**src/verilog/soc_map_pkg.sv**
```systemverilog
`default_nettype none

package soc_map_pkg;

    // #####################
    // Bus geometry
    // #####################
    parameter int ADDR_W = 16; // Byte address width.
    parameter int DATA_W = 32;
    parameter int OFFS_W = 12; // Offset inside one 4 KiB region.

    // #####################
    // Region bases
    // #####################
    parameter logic [ADDR_W-1:0] CLINT_BASE = 16'h0000;
    parameter logic [ADDR_W-1:0] UART_BASE  = 16'h1000;

    // CLINT word offsets.
    parameter logic [OFFS_W-1:0] CLINT_MSIP        = 12'h000;
    parameter logic [OFFS_W-1:0] CLINT_MTIMECMP_LO = 12'h008;
    parameter logic [OFFS_W-1:0] CLINT_MTIMECMP_HI = 12'h00C;
    parameter logic [OFFS_W-1:0] CLINT_MTIME_LO    = 12'h010;
    parameter logic [OFFS_W-1:0] CLINT_MTIME_HI    = 12'h014;

    // UART word offsets.
    parameter logic [OFFS_W-1:0] UART_TXDATA = 12'h000;
    parameter logic [OFFS_W-1:0] UART_STATUS = 12'h004;
    parameter logic [OFFS_W-1:0] UART_CTRL   = 12'h008;

    parameter logic [DATA_W-1:0] ERR_DATA = 32'hDEAD_BEEF; // Read value of unmapped space.

endpackage

`default_nettype wire

```
**src/verilog/uart_pkg.sv**
```systemverilog
`default_nettype none

package uart_pkg;

    // #####################
    // Register layouts
    // #####################
    typedef struct packed {
        logic [14:0] reserved;
        logic        tx_irq_en;
        logic [15:0] divisor;  // Bit time is divisor+1 clocks.
    } uart_ctrl_t;

    typedef struct packed {
        logic [23:0] reserved;
        logic [7:0]  tx_byte;
    } uart_tx_word_t;

    // One bus write word, read as CTRL or as TXDATA by offset.
    typedef union packed {
        uart_ctrl_t    ctrl;
        uart_tx_word_t tx;
    } uart_wdata_u;

    // #####################
    // Status bits
    // #####################
    parameter int STAT_EMPTY = 0;
    parameter int STAT_FULL  = 1;
    parameter int STAT_BUSY  = 2;
    parameter int STAT_COUNT = 8; // LSB of the FIFO occupancy field.

endpackage

`default_nettype wire

```
**src/verilog/periph_decoder.sv**
```systemverilog
`default_nettype none

module periph_decoder (
    input  logic                           clk,
    input  logic                           rst_i,
    input  logic                           wb_cyc_i,
    input  logic                           wb_stb_i,
    input  logic [soc_map_pkg::ADDR_W-1:0] wb_adr_i,
    output logic [soc_map_pkg::DATA_W-1:0] wb_dat_o,
    output logic                           wb_ack_o,
    output logic                           wb_err_o,
    output logic                           clint_stb_o,
    output logic                           uart_stb_o,
    output logic [soc_map_pkg::OFFS_W-1:0] slv_adr_o,
    input  logic                           clint_ack_i,
    input  logic [soc_map_pkg::DATA_W-1:0] clint_dat_i,
    input  logic                           uart_ack_i,
    input  logic [soc_map_pkg::DATA_W-1:0] uart_dat_i
);
    import soc_map_pkg::*;

    logic req;
    logic clint_hit;
    logic uart_hit;
    logic err_q;

    assign req       = wb_cyc_i & wb_stb_i;
    assign clint_hit = (wb_adr_i[ADDR_W-1:OFFS_W] == CLINT_BASE[ADDR_W-1:OFFS_W]);
    assign uart_hit  = (wb_adr_i[ADDR_W-1:OFFS_W] == UART_BASE[ADDR_W-1:OFFS_W]);

    assign clint_stb_o = req & clint_hit;
    assign uart_stb_o  = req & uart_hit;
    assign slv_adr_o   = wb_adr_i[OFFS_W-1:0];

    always_comb begin
        if (clint_hit) begin
            wb_dat_o = clint_dat_i;
            wb_ack_o = clint_ack_i;
        end else if (uart_hit) begin
            wb_dat_o = uart_dat_i;
            wb_ack_o = uart_ack_i;
        end else begin
            wb_dat_o = ERR_DATA;
            wb_ack_o = 1'b0;
        end
    end

    // Unmapped cycles end with a one-cycle error.
    always_ff @(posedge clk) begin
        if (rst_i) begin
            err_q <= 1'b0;
        end else begin
            err_q <= req & ~clint_hit & ~uart_hit & ~err_q;
        end
    end

    assign wb_err_o = err_q;

endmodule

`default_nettype wire

```
**src/verilog/clint_timer.sv**
```systemverilog
`default_nettype none

module clint_timer (
    input  logic                             clk,
    input  logic                             rst_i,
    input  logic                             stb_i,
    input  logic                             we_i,
    input  logic [soc_map_pkg::OFFS_W-1:0]   adr_i,
    input  logic [soc_map_pkg::DATA_W-1:0]   dat_i,
    input  logic [soc_map_pkg::DATA_W/8-1:0] sel_i,
    output logic [soc_map_pkg::DATA_W-1:0]   dat_o,
    output logic                             ack_o,
    output logic                             timer_irq_o,
    output logic                             soft_irq_o
);
    import soc_map_pkg::*;

    logic        ack_q;
    logic        wr_en;
    logic        msip_q;
    logic [63:0] mtime_q;
    logic [63:0] mtimecmp_q;

    function automatic logic [DATA_W-1:0] merge_bytes(
        input logic [DATA_W-1:0]   old_w,
        input logic [DATA_W-1:0]   new_w,
        input logic [DATA_W/8-1:0] sel
    );
        logic [DATA_W-1:0] res;
        res = old_w;
        for (int i = 0; i < DATA_W/8; i++) begin
            if (sel[i]) begin
                res[8*i +: 8] = new_w[8*i +: 8];
            end
        end
        return res;
    endfunction

    assign wr_en = stb_i & we_i & ~ack_q; // First cycle of the access.

    always_ff @(posedge clk) begin
        if (rst_i) begin
            ack_q      <= 1'b0;
            msip_q     <= 1'b0;
            mtime_q    <= '0;
            mtimecmp_q <= '1;
        end else begin
            ack_q   <= stb_i & ~ack_q;
            mtime_q <= mtime_q + 64'd1;
            if (wr_en) begin
                case (adr_i)
                    CLINT_MSIP: begin
                        if (sel_i[0]) begin
                            msip_q <= dat_i[0];
                        end
                    end
                    CLINT_MTIMECMP_LO: mtimecmp_q[31:0]  <= merge_bytes(mtimecmp_q[31:0], dat_i, sel_i);
                    CLINT_MTIMECMP_HI: mtimecmp_q[63:32] <= merge_bytes(mtimecmp_q[63:32], dat_i, sel_i);
                    CLINT_MTIME_LO:    mtime_q[31:0]     <= merge_bytes(mtime_q[31:0], dat_i, sel_i);
                    CLINT_MTIME_HI:    mtime_q[63:32]    <= merge_bytes(mtime_q[63:32], dat_i, sel_i);
                    default: ;
                endcase
            end
        end
    end

    always_ff @(posedge clk) begin
        case (adr_i)
            CLINT_MSIP:        dat_o <= {{(DATA_W-1){1'b0}}, msip_q};
            CLINT_MTIMECMP_LO: dat_o <= mtimecmp_q[31:0];
            CLINT_MTIMECMP_HI: dat_o <= mtimecmp_q[63:32];
            CLINT_MTIME_LO:    dat_o <= mtime_q[31:0];
            CLINT_MTIME_HI:    dat_o <= mtime_q[63:32];
            default:           dat_o <= '0;
        endcase
    end

    assign ack_o       = ack_q;
    assign timer_irq_o = (mtime_q >= mtimecmp_q);
    assign soft_irq_o  = msip_q;

endmodule

`default_nettype wire

```
**src/verilog/uart_regs.sv**
```systemverilog
`default_nettype none

module uart_regs #(
    parameter int TX_FIFO_DEPTH = 8,
    parameter int RESET_DIVISOR = 16
) (
    input  logic                             clk,
    input  logic                             rst_i,
    input  logic                             stb_i,
    input  logic                             we_i,
    input  logic [soc_map_pkg::OFFS_W-1:0]   adr_i,
    input  logic [soc_map_pkg::DATA_W-1:0]   dat_i,
    output logic [soc_map_pkg::DATA_W-1:0]   dat_o,
    output logic                             ack_o,
    output logic                             push_o,
    output logic [7:0]                       push_byte_o,
    input  logic                             fifo_full_i,
    input  logic                             fifo_empty_i,
    input  logic [$clog2(TX_FIFO_DEPTH):0]   fifo_count_i,
    input  logic                             tx_busy_i,
    output logic [15:0]                      divisor_o,
    output logic                             uart_irq_o
);
    import soc_map_pkg::*;
    import uart_pkg::*;

    localparam int CNT_W = $clog2(TX_FIFO_DEPTH) + 1;

    uart_wdata_u       wdata;
    uart_ctrl_t        ctrl_q;
    logic              ack_q;
    logic              tx_wr;
    logic              ctrl_wr;
    logic [DATA_W-1:0] status;

    assign wdata   = dat_i;
    assign tx_wr   = stb_i & we_i & (adr_i == UART_TXDATA);
    assign ctrl_wr = ack_q & stb_i & we_i & (adr_i == UART_CTRL);

    // #####################
    // Bus handshake
    // #####################
    always_ff @(posedge clk) begin
        if (rst_i) begin
            ack_q  <= 1'b0;
            ctrl_q <= '{divisor: 16'(RESET_DIVISOR), default: '0};
        end else begin
            ack_q <= stb_i & ~ack_q & ~(tx_wr & fifo_full_i); // Hold off while full.
            if (ctrl_wr) begin
                ctrl_q          <= wdata.ctrl;
                ctrl_q.reserved <= '0;
            end
        end
    end

    assign push_o      = ack_q & tx_wr; // Byte enters the FIFO in the ack cycle.
    assign push_byte_o = wdata.tx.tx_byte;

    always_comb begin
        status                          = '0;
        status[STAT_EMPTY]              = fifo_empty_i;
        status[STAT_FULL]               = fifo_full_i;
        status[STAT_BUSY]               = tx_busy_i;
        status[STAT_COUNT +: CNT_W]     = fifo_count_i;
    end

    always_comb begin
        case (adr_i)
            UART_STATUS: dat_o = status;
            UART_CTRL:   dat_o = ctrl_q;
            default:     dat_o = '0;
        endcase
    end

    assign ack_o      = ack_q;
    assign divisor_o  = ctrl_q.divisor;
    assign uart_irq_o = ctrl_q.tx_irq_en & fifo_empty_i & ~tx_busy_i; // Line drained.

endmodule

`default_nettype wire

```
**src/verilog/uart_tx_fifo.sv**
```systemverilog
`default_nettype none

module uart_tx_fifo #(
    parameter int TX_FIFO_DEPTH = 8
) (
    input  logic                           clk,
    input  logic                           rst_i,
    input  logic                           push_i,
    input  logic [7:0]                     push_byte_i,
    input  logic                           pop_i,
    output logic [7:0]                     head_byte_o,
    output logic                           empty_o,
    output logic                           full_o,
    output logic [$clog2(TX_FIFO_DEPTH):0] count_o
);
    localparam int PTR_W = $clog2(TX_FIFO_DEPTH);

    logic [7:0]       mem [TX_FIFO_DEPTH];
    logic [PTR_W-1:0] wr_ptr;
    logic [PTR_W-1:0] rd_ptr;
    logic [PTR_W:0]   count_q;
    logic             do_push;
    logic             do_pop;

    assign do_push = push_i & ~full_o;
    assign do_pop  = pop_i & ~empty_o;

    always_ff @(posedge clk) begin
        if (rst_i) begin
            wr_ptr  <= '0;
            rd_ptr  <= '0;
            count_q <= '0;
        end else begin
            if (do_push) begin
                wr_ptr <= wr_ptr + 1'b1; // Wraps at a power of two.
            end
            if (do_pop) begin
                rd_ptr <= rd_ptr + 1'b1;
            end
            count_q <= count_q + (PTR_W+1)'(do_push) - (PTR_W+1)'(do_pop);
        end
    end

    always_ff @(posedge clk) begin
        if (do_push) begin
            mem[wr_ptr] <= push_byte_i;
        end
    end

    assign head_byte_o = mem[rd_ptr];
    assign empty_o     = (count_q == '0);
    assign full_o      = (count_q == (PTR_W+1)'(TX_FIFO_DEPTH));
    assign count_o     = count_q;

endmodule

`default_nettype wire

```
**src/verilog/uart_tx_serializer.sv**
```systemverilog
`default_nettype none

module uart_tx_serializer (
    input  logic        clk,
    input  logic        rst_i,
    input  logic        fifo_empty_i,
    input  logic [7:0]  head_byte_i,
    output logic        pop_o,
    input  logic [15:0] divisor_i,
    output logic        busy_o,
    output logic        txd_o
);
    logic        busy_q;
    logic [9:0]  shift_q;  // Stop, data LSB first, start.
    logic [15:0] div_q;
    logic [15:0] baud_cnt;
    logic [3:0]  bit_cnt;
    logic        bit_end;

    assign pop_o   = ~busy_q & ~fifo_empty_i;
    assign bit_end = (baud_cnt == div_q);

    always_ff @(posedge clk) begin
        if (rst_i) begin
            busy_q <= 1'b0;
        end else if (pop_o) begin
            busy_q <= 1'b1;
        end else if (busy_q && bit_end && bit_cnt == 4'd9) begin
            busy_q <= 1'b0; // Stop bit done.
        end
    end

    always_ff @(posedge clk) begin
        if (rst_i) begin
            shift_q  <= '1; // Idle line is high.
            div_q    <= '0;
            baud_cnt <= '0;
            bit_cnt  <= '0;
        end else if (pop_o) begin
            shift_q  <= {1'b1, head_byte_i, 1'b0};
            div_q    <= divisor_i; // Held for the whole frame.
            baud_cnt <= '0;
            bit_cnt  <= '0;
        end else if (busy_q) begin
            if (bit_end) begin
                shift_q  <= {1'b1, shift_q[9:1]}; // Refills with idle ones.
                baud_cnt <= '0;
                bit_cnt  <= bit_cnt + 4'd1;
            end else begin
                baud_cnt <= baud_cnt + 16'd1;
            end
        end
    end

    assign busy_o = busy_q;
    assign txd_o  = shift_q[0];

endmodule

`default_nettype wire

```
**src/verilog/periph_soc.sv**
```systemverilog
`default_nettype none

module periph_soc #(
    parameter int TX_FIFO_DEPTH = 8,
    parameter int RESET_DIVISOR = 16
) (
    input  logic                             clk,
    input  logic                             rst_i,
    input  logic                             wb_cyc_i,
    input  logic                             wb_stb_i,
    input  logic                             wb_we_i,
    input  logic [soc_map_pkg::ADDR_W-1:0]   wb_adr_i,
    input  logic [soc_map_pkg::DATA_W-1:0]   wb_dat_i,
    input  logic [soc_map_pkg::DATA_W/8-1:0] wb_sel_i,
    output logic [soc_map_pkg::DATA_W-1:0]   wb_dat_o,
    output logic                             wb_ack_o,
    output logic                             wb_err_o,
    output logic                             txd_o,
    output logic                             timer_irq_o,
    output logic                             soft_irq_o,
    output logic                             uart_irq_o
);
    import soc_map_pkg::*;

    localparam int CNT_W = $clog2(TX_FIFO_DEPTH) + 1;

    logic              clint_stb;
    logic              uart_stb;
    logic [OFFS_W-1:0] slv_adr;
    logic              clint_ack;
    logic [DATA_W-1:0] clint_dat;
    logic              uart_ack;
    logic [DATA_W-1:0] uart_dat;
    logic              push;
    logic [7:0]        push_byte;
    logic              pop;
    logic [7:0]        head_byte;
    logic              fifo_full;
    logic              fifo_empty;
    logic [CNT_W-1:0]  fifo_count;
    logic              tx_busy;
    logic [15:0]       divisor;

    // #####################
    // Bus routing
    // #####################
    periph_decoder i_decoder (
        .clk(clk), .rst_i(rst_i),
        .wb_cyc_i(wb_cyc_i), .wb_stb_i(wb_stb_i), .wb_adr_i(wb_adr_i),
        .wb_dat_o(wb_dat_o), .wb_ack_o(wb_ack_o), .wb_err_o(wb_err_o),
        .clint_stb_o(clint_stb), .uart_stb_o(uart_stb), .slv_adr_o(slv_adr),
        .clint_ack_i(clint_ack), .clint_dat_i(clint_dat),
        .uart_ack_i(uart_ack), .uart_dat_i(uart_dat)
    );

    clint_timer i_clint (
        .clk(clk), .rst_i(rst_i),
        .stb_i(clint_stb), .we_i(wb_we_i), .adr_i(slv_adr),
        .dat_i(wb_dat_i), .sel_i(wb_sel_i), .dat_o(clint_dat), .ack_o(clint_ack),
        .timer_irq_o(timer_irq_o), .soft_irq_o(soft_irq_o)
    );

    // #####################
    // UART chain
    // #####################
    uart_regs #(
        .TX_FIFO_DEPTH(TX_FIFO_DEPTH),
        .RESET_DIVISOR(RESET_DIVISOR)
    ) i_uart_regs (
        .clk(clk), .rst_i(rst_i),
        .stb_i(uart_stb), .we_i(wb_we_i), .adr_i(slv_adr),
        .dat_i(wb_dat_i), .dat_o(uart_dat), .ack_o(uart_ack),
        .push_o(push), .push_byte_o(push_byte),
        .fifo_full_i(fifo_full), .fifo_empty_i(fifo_empty), .fifo_count_i(fifo_count),
        .tx_busy_i(tx_busy), .divisor_o(divisor), .uart_irq_o(uart_irq_o)
    );

    uart_tx_fifo #(
        .TX_FIFO_DEPTH(TX_FIFO_DEPTH)
    ) i_tx_fifo (
        .clk(clk), .rst_i(rst_i),
        .push_i(push), .push_byte_i(push_byte), .pop_i(pop),
        .head_byte_o(head_byte), .empty_o(fifo_empty), .full_o(fifo_full),
        .count_o(fifo_count)
    );

    uart_tx_serializer i_tx_ser (
        .clk(clk), .rst_i(rst_i),
        .fifo_empty_i(fifo_empty), .head_byte_i(head_byte), .pop_o(pop),
        .divisor_i(divisor), .busy_o(tx_busy), .txd_o(txd_o)
    );

endmodule

`default_nettype wire

```
**config.mk**
```make
export PLATFORM = sky130hd
export DESIGN_NAME = periph_soc
export DESIGN_NICKNAME = d
export VERILOG_FILES = /design/src/verilog/soc_map_pkg.sv /design/src/verilog/uart_pkg.sv /design/src/verilog/periph_decoder.sv /design/src/verilog/clint_timer.sv /design/src/verilog/uart_regs.sv /design/src/verilog/uart_tx_fifo.sv /design/src/verilog/uart_tx_serializer.sv /design/src/verilog/periph_soc.sv
export SDC_FILE = /design/constraint.sdc
export NUM_CORES = 1
export LEC_CHECK = 0
export BUFFER_PORTS_ARGS = -buffer_cell sky130_fd_sc_hd__buf_4
export CORE_MARGIN = 8
export CORE_UTILIZATION = 55
export CTS_CLUSTER_DIAMETER = 120
export DETAILED_ROUTE_END_ITERATION = 7
export PLACE_DENSITY_LB_ADDON = 0.05
export SYNTH_ARGS = -nofsm -noshare
export SYNTH_HDL_FRONTEND = slang
export SYNTH_SLANG_ARGS = --single-unit
```
**constraint.sdc**
```tcl
create_clock -name clk -period 2.4 [get_ports clk]
set_input_delay 0.36 -clock clk [delete_from_list [all_inputs] [get_ports clk]]
set_output_delay 0.36 -clock clk [all_outputs]
set_load 0.02 [all_outputs]
```
* After elaboration in Yosys (flattened, before gate mapping) *
Memory sizes are Yosys's and may differ from the RTL's. A register that Yosys moved wholly into a read port is not among the register bits.
Index checks and enable logic that the tools add are counted.

storage, ports and cells
  flip-flop bits (word level) = 237
  latch bits = 0
  bits in writable memories = 64
  memory bits (read-only) = 0
  bits of input ports = 57
  output and inout port bits = 38
  word-level logic and storage cells = 132
  memories kept = 1

operators by class
  add/subtract/negate cells = 7
  $mul = 0
  divide/modulo/power cells = 0
  $lt $le $gt $ge = 1
  equal/unequal tests = 17
  shift-type cells = 0
  mux-type cells = 23
  bitwise gates (word level) = 32
  reductions and logical operators = 20

memories
  name           words  bits a word  read ports  clocked after memory_dff  write ports  RTL line            source
  i_tx_fifo.mem  8      8            1           1                         1            uart_tx_fifo.sv:18  logic [7:0] mem [TX_FIFO_DEPTH];

operator list
  kind                                                   number
  case mux 32 bit (5 select lines)                       1
  2-to-1 mux 32 bit                                      4
  adder 64 x 1 -> 64 bit (second input constant)         1
  greater-or-equal comparator 64 bit                     1
  2-to-1 mux 64 bit                                      1
  case mux 17 bit (2 select lines)                       1
  2-to-1 mux 8 bit                                       4
  2-to-1 mux 9 bit                                       3
  AND reduction 3 bit                                    9
  equality test 12 x 4 -> 1 bit (second input constant)  2
  equality test 12 x 5 -> 1 bit (second input constant)  2
  inequality test 3 bit (second input constant)          8
  bitwise AND 1 bit                                      23
  adder 16 x 1 -> 16 bit (second input constant)         1
  equality test 16 bit                                   1
  2-to-1 mux 16 bit                                      1
  equality test 12 x 3 -> 1 bit (second input constant)  1
  zero test 12 bit                                       1
  inverter 1 bit                                         9
  equality test 4 bit (second input constant)            2
  zero test 4 bit                                        2
  adder 3 x 1 -> 3 bit (second input constant)           2
  2-to-1 mux 1 bit                                       6
  2-to-1 mux 3 bit                                       2
  8 further kinds                                        12

* Logic depth before layout (Yosys ltp) *
  word-level depth = 8
  gate-level depth with buffers = 12
  depth with buffers taken out = 11

* Hierarchy *
From an unflattened synthesis, not the netlist that was laid out.

unflattened totals
  cells, all modules = 1832
  area total of the unflattened synthesis = 16637.2 sq um

by module, submodules not included
  module              times used  cells each  area an instance (sq um)  seq. area each (sq um)
  clint_timer         1           1157        9335.2                    3243.1
  uart_tx_fifo        1           174         3180.6                    2182.1
  uart_tx_serializer  1           251         2107.0                    920.9
  uart_regs           1           157         1347.5                    360.3
  periph_decoder      1           93          666.9                     20.0

* Worst setup path after synthesis *
OpenSTA, ideal clock, no wires.

  path kind = input port to output port
  start = input wb_adr_i[9] (netlist bit)
  end = output wb_dat_o[10] (netlist bit)
  arrival time = 2.212 ns
  data required time = 2.040 ns
  slack = -0.172 ns
  cell stages on the path = 6
  path buffers = 1
  cell sequence = nor4_2 nand3_1 nor3_2 clkbuf_1 a221oi_1 o21ai_0

on the way
  word-level cells in the longest chain between the ends = 4
  elaborated cells between the ends (all ways) = 5
  those cells by class = eq/ne: 2; mux: 3

ends and longest elaborated chain
  what                                                                            RTL line              source
  from (decl)                                                                     periph_soc.sv:12      input logic [soc_map_pkg::ADDR_W-1:0] wb_adr_i,
  equality test 12 x 4 -> 1 bit or equality test 12 x 3 -> 1 bit (tied branches)  uart_regs.sv:68       case (adr_i)
  case mux 17 bit (2 select lines) (*)                                            uart_regs.sv:68
  2-to-1 mux 32 bit (*)                                                           periph_decoder.sv:39  end else if (uart_hit) begin
  2-to-1 mux 32 bit (*)                                                           periph_decoder.sv:36  if (clint_hit) begin
  to (decl)                                                                       periph_soc.sv:15      output logic [soc_map_pkg::DATA_W-1:0] wb_dat_o,

Every way passes the cells marked *; elsewhere a longest branch is shown, timed or not.

* Final worst setup path *
  start = register i_clint.mtimecmp_q[10]
  end = output timer_irq_o

on the way
  word-level cells in the longest chain between the ends = 1

ends and longest elaborated chain
  what                                RTL line           source
  from (decl)                         clint_timer.sv:22  logic [63:0] mtimecmp_q;
  from (signal assigned)              clint_timer.sv:57  CLINT_MTIMECMP_LO: mtimecmp_q[31:0] <= merge_bytes(mtimecmp_q[31:0], dat_i, sel_i);
  greater-or-equal comparator 64 bit  clint_timer.sv:79  assign timer_irq_o = (mtime_q >= mtimecmp_q);
  to (decl)                           periph_soc.sv:19   output logic timer_irq_o,

Every way passes these cells.

==> results.py <==
metrics = {
    "routing": {
        "vias": 14873,
        "dr.pass1.iters": 8,
        "ant_nets": 0,
        "drt-initial-drc-count": 1518,
        "vias_per_cell": 6.19,
        "remaining_drc_errors": 0,
        "wl_per_cell_um": 21.5,
        "wirelength_um": 51800,
    },
    "power_and_ir_drop": {
        "internal-power_uw": 9350,
        "irDropWorstVdd_uv": 431,
        "netSwitchingPower_uw": 3330,
        "comb_power_share_pct": 13.6,
        "p_leak_uw": 0.00863,
        "clkPwrFrac_pct": 42.8,
        "power_switching_share_pct": 26.3,
        "power.density_mw_per_mm2": 631,
        "seqPwrFrac_pct": 43.6,
        "p_total_uw": 12700,
    },
    "timing": {
        "skew_ns": 0.0129,
        "drv_slew": 0,
        "slew_headroom_pct": 51.1,
        "min_period_ns": 2.96,
        "worst_pin_slew_ns": 0.728,
        "fmax_mhz": 338,
        "hold_violations": 0,
        "timing.final.ws_setup_ns": -0.556,
        "rsz0062_at_grt": "yes",
        "fin_crit_sh_pct": 123,
        "hold_ws_ns": 0.0857,
        "finalSetupViolations": 2,
    },
    "yosys": {
        "synth_top_area_share_pct": 30.8,
        "syn_inst": 1710,
        "synth_mux_area_share_pct": 6.15,
        "synth-xor-area-share_pct": 2.64,
        "syn_area_mm2": 0.0156,
        "synth_cell_types": 81,
        "ys.flop_type": "dfxtp_1",
        "synth_fp_nets": 1844,
        "synthAdderAreaFrac_pct": 6.22,
        "synth_top_family_by_area": "simple AND/OR/NAND/NOR gates",
        "ys_seq_area_share_pct": 43.1,
        "async_reset_ff_share_pct": 0,
        "synth_enable_flop_cells": 64,
        "yosys-top-cells-count": "nand2_1, dfxtp_1, a21oi_1, nor2_1, inv_1",
        "yosys-top-cells-area": "dfxtp_1, edfxtp_1, nand2_1",
        "synth_compound_area_share_pct": 16.1,
        "synth.largest_area_cell": "dfxtp_1",
        "ys.warnings.count": 0,
        "synth.most_common_cell": "nand2_1",
        "synth_seq_cells": 304,
        "yosys.area_share.simple_pct": 20.8,
        "syn_area_per_cell_um2": 9.12,
    },
    "global_routing": {
        "antenna_found_initial": 0,
        "grt_max_degree": 71,
        "grt_pass1_wl_um": 80200,
        "grt.overflow.total": 0,
        "grt_pass1_vias": 14602,
        "grt_use_total_pct": 29.8,
    },
    "cts": {
        "cts-buffers-inserted": 35,
        "cts_sinks": 304,
        "tritoncts": "yes",
        "clock_latency_ns": 0.52,
        "cts_buffer_depth": 3,
        "htreeDepth": 2,
        "cts-root-buf": "clkbuf_16",
        "clk_pin_slew_worst_paths_ns": 0.06,
    },
    "setup_path": {
        "crit_chain": "inv_1 -> ha_4 -> nand4_1 -> nor2_1 -> a221o_1 -> o31a_1 -> nor4_2 -> o21ai_1 -> buf_4",
        "cp_max_fo": 2,
        "crit_arrival_ns": 2.60,
        "crit_family": "compound AO/OA/AOI/OAI gates",
        "crit_buf_inv": 2,
        "worstPathRequired_ns": 2.04,
        "slowest_delay_ns": 0.36,
        "crit_type": "reg2out",
        "cp_slowest_cell": "o31a_1",
        "worstSetupEndpointType": "primary output",
        "cp-start-kind": "flop",
    },
    "die": {
        "coreArea_mm2": 0.0279,
        "io_pins": 95,
        "core.rowCount": 61,
        "start_util_pct": 56.0,
        "dieArea_mm2": 0.0340,
        "fp.dieH_um": 184,
        "fp.dieW_um": 184,
    },
    "placement": {
        "place_hpwl_um": 37600,
        "gp_congestion": 1.00,
        "io_buffers": 94,
        "dp_cells": 2326,
        "place_area_mm2": 0.0183,
    },
    "status": {
        "status": "finished, violations left",
        "violations": "negative setup slack",
    },
    "cells_and_area": {
        "syn_to_final_growth_pct": 28.9,
        "utilization_pct": 72.2,
        "postLayoutCellArea_mm2": 0.0201,
        "finalNetCount": 2134,
        "drive_gt1_share_pct": 26.7,
        "final_cells": 2403,
        "diodes": 0,
    },
    "hold_path": {
        "min_path_type": "in2reg",
    },
    "run": {
        "drv_cap": 0,
    },
}
## worst reg2reg max path, delay by kind of cell (launching register included)
kind,cells,cell delay [ns]
compound gates,1,0.23
flops,1,0.33
simple gates,5,1.20
buf+inv,3,0.52
## path summary, 6_finish.rpt
| path | start | depth (start not counted) | slack, ns | endpoint |
|---|---|---|---|---|
| setup / recovery | i_clint.mtimecmp_q[10]$_SDFFE_PP1P_ | 9 | -0.56 | timer_irq_o |
| hold / removal | wb_we_i | 2 | 0.09 | i_uart_regs.ack_o$_SDFF_PP0_ |
| setup reg to reg | i_clint.mtime_q[1]$_SDFFE_PP0P_ | 9 | 0.03 | i_clint.mtime_q[61]$_SDFFE_PP0P_ |
| hold reg to reg | i_decoder.wb_err_o$_SDFF_PP0_ | 1 | 0.43 | i_decoder.wb_err_o$_SDFF_PP0_ |
## per-stage QoR
stage | TNS, ns | worst slack, ns
2_1_floorplan | 0 | 0.0115
3_3_place_gp | -11.30 | -0.449
3_5_place_dp | -19.30 | -0.426
4_1_cts | -0.543 | -0.543
5_1_grt | -1.46 | -0.686
6_report | -0.560 | -0.556
## sequential cells by signal (all words and copies together) (netlist names), named ones only
name and flops:
i_clint.mtime_q 64, i_clint.mtimecmp_q 64, i_tx_fifo.mem 64, i_clint.dat_o 32, i_tx_ser.baud_cnt 16, i_tx_ser.div_q 16, i_uart_regs.divisor_o 16, i_tx_ser.shift_q 9
i_tx_fifo.count_o 4, i_tx_ser.bit_cnt 4, i_tx_fifo.rd_ptr 3, i_tx_fifo.wr_ptr 3, i_clint.ack_o 1, i_clint.soft_irq_o 1, i_decoder.wb_err_o 1, i_tx_ser.busy_o 1
i_uart_regs.ack_o 1, i_uart_regs.ctrl_q 1
## logic make-up (layout without fill, tap and decap cells)
| kind of cell | Yosys count | count (layout) |
|---|---|---|
| simple gates | 651 | 651 |
| compound gates | 373 | 373 |
| flops | 304 | 304 |
| buf+inv | 183 | 498 |
| fa+ha+maj | 77 | 77 |
| mux | 75 | 75 |
| xor+xnor | 47 | 47 |
## cells in the final DEF (no fill, tap or decap), drive strengths merged, types with 37 or more instances in the layout
cell    Yosys  final
a21oi     111    111
nand3      79     79
o21ai      45     45
dfxtp     240    240
nor2       93     93
inv        86     87
edfxtp     64     64
o211ai     40     40
nor3       37     37
ha         76     76
nand4      56     56
nand2     265    265
mux2i      52     52
clkbuf     62     47
buf        34    349
## final cells by class
class / count / area [um^2]
clock buffers: 47 / 962
clock inverters: 15 / 198
fillers: 2142 / 7750
inverters: 87 / 327
multi-input cells: 1223 / 8540
flip-flops and latches: 304 / 6750
well taps: 378 / 473
repair buffers: 349 / 2850
## power by group through the flow
stage / clock [uW] / combinational (uW) / sequential [uW]
after floorplan: 0 / 1130 / 5570
after global placement: 0 / 1650 / 5620
after detailed placement: 0 / 1690 / 5630
after CTS: 5480 / 1700 / 5520
after global routing: 5720 / 1870 / 5540
final: 5430 / 1720 / 5520
## metal layers
metal | up-vias | wire (um) | GRT usage (%)
met5 | - | 0 | 0
met2 | 725 | 24000 | 48.9
met3 | 192 | 3890 | 4.47
met4 | 0 | 2840 | 15.3
met1 | 7080 | 21000 | 37.8
li1 | 6876 | - | -
## timing repair
| action | CTS | global route |
|---|---|---|
| pin swaps | 28 | 24 |
| setup endpoints to repair | 4 | 33 |
| resized for setup | 43 | 68 |
| buffers inserted | 6 | 10 |
| hold buffers | 0 | 0 |
Note: power is estimated with default switching activity, not from simulation.
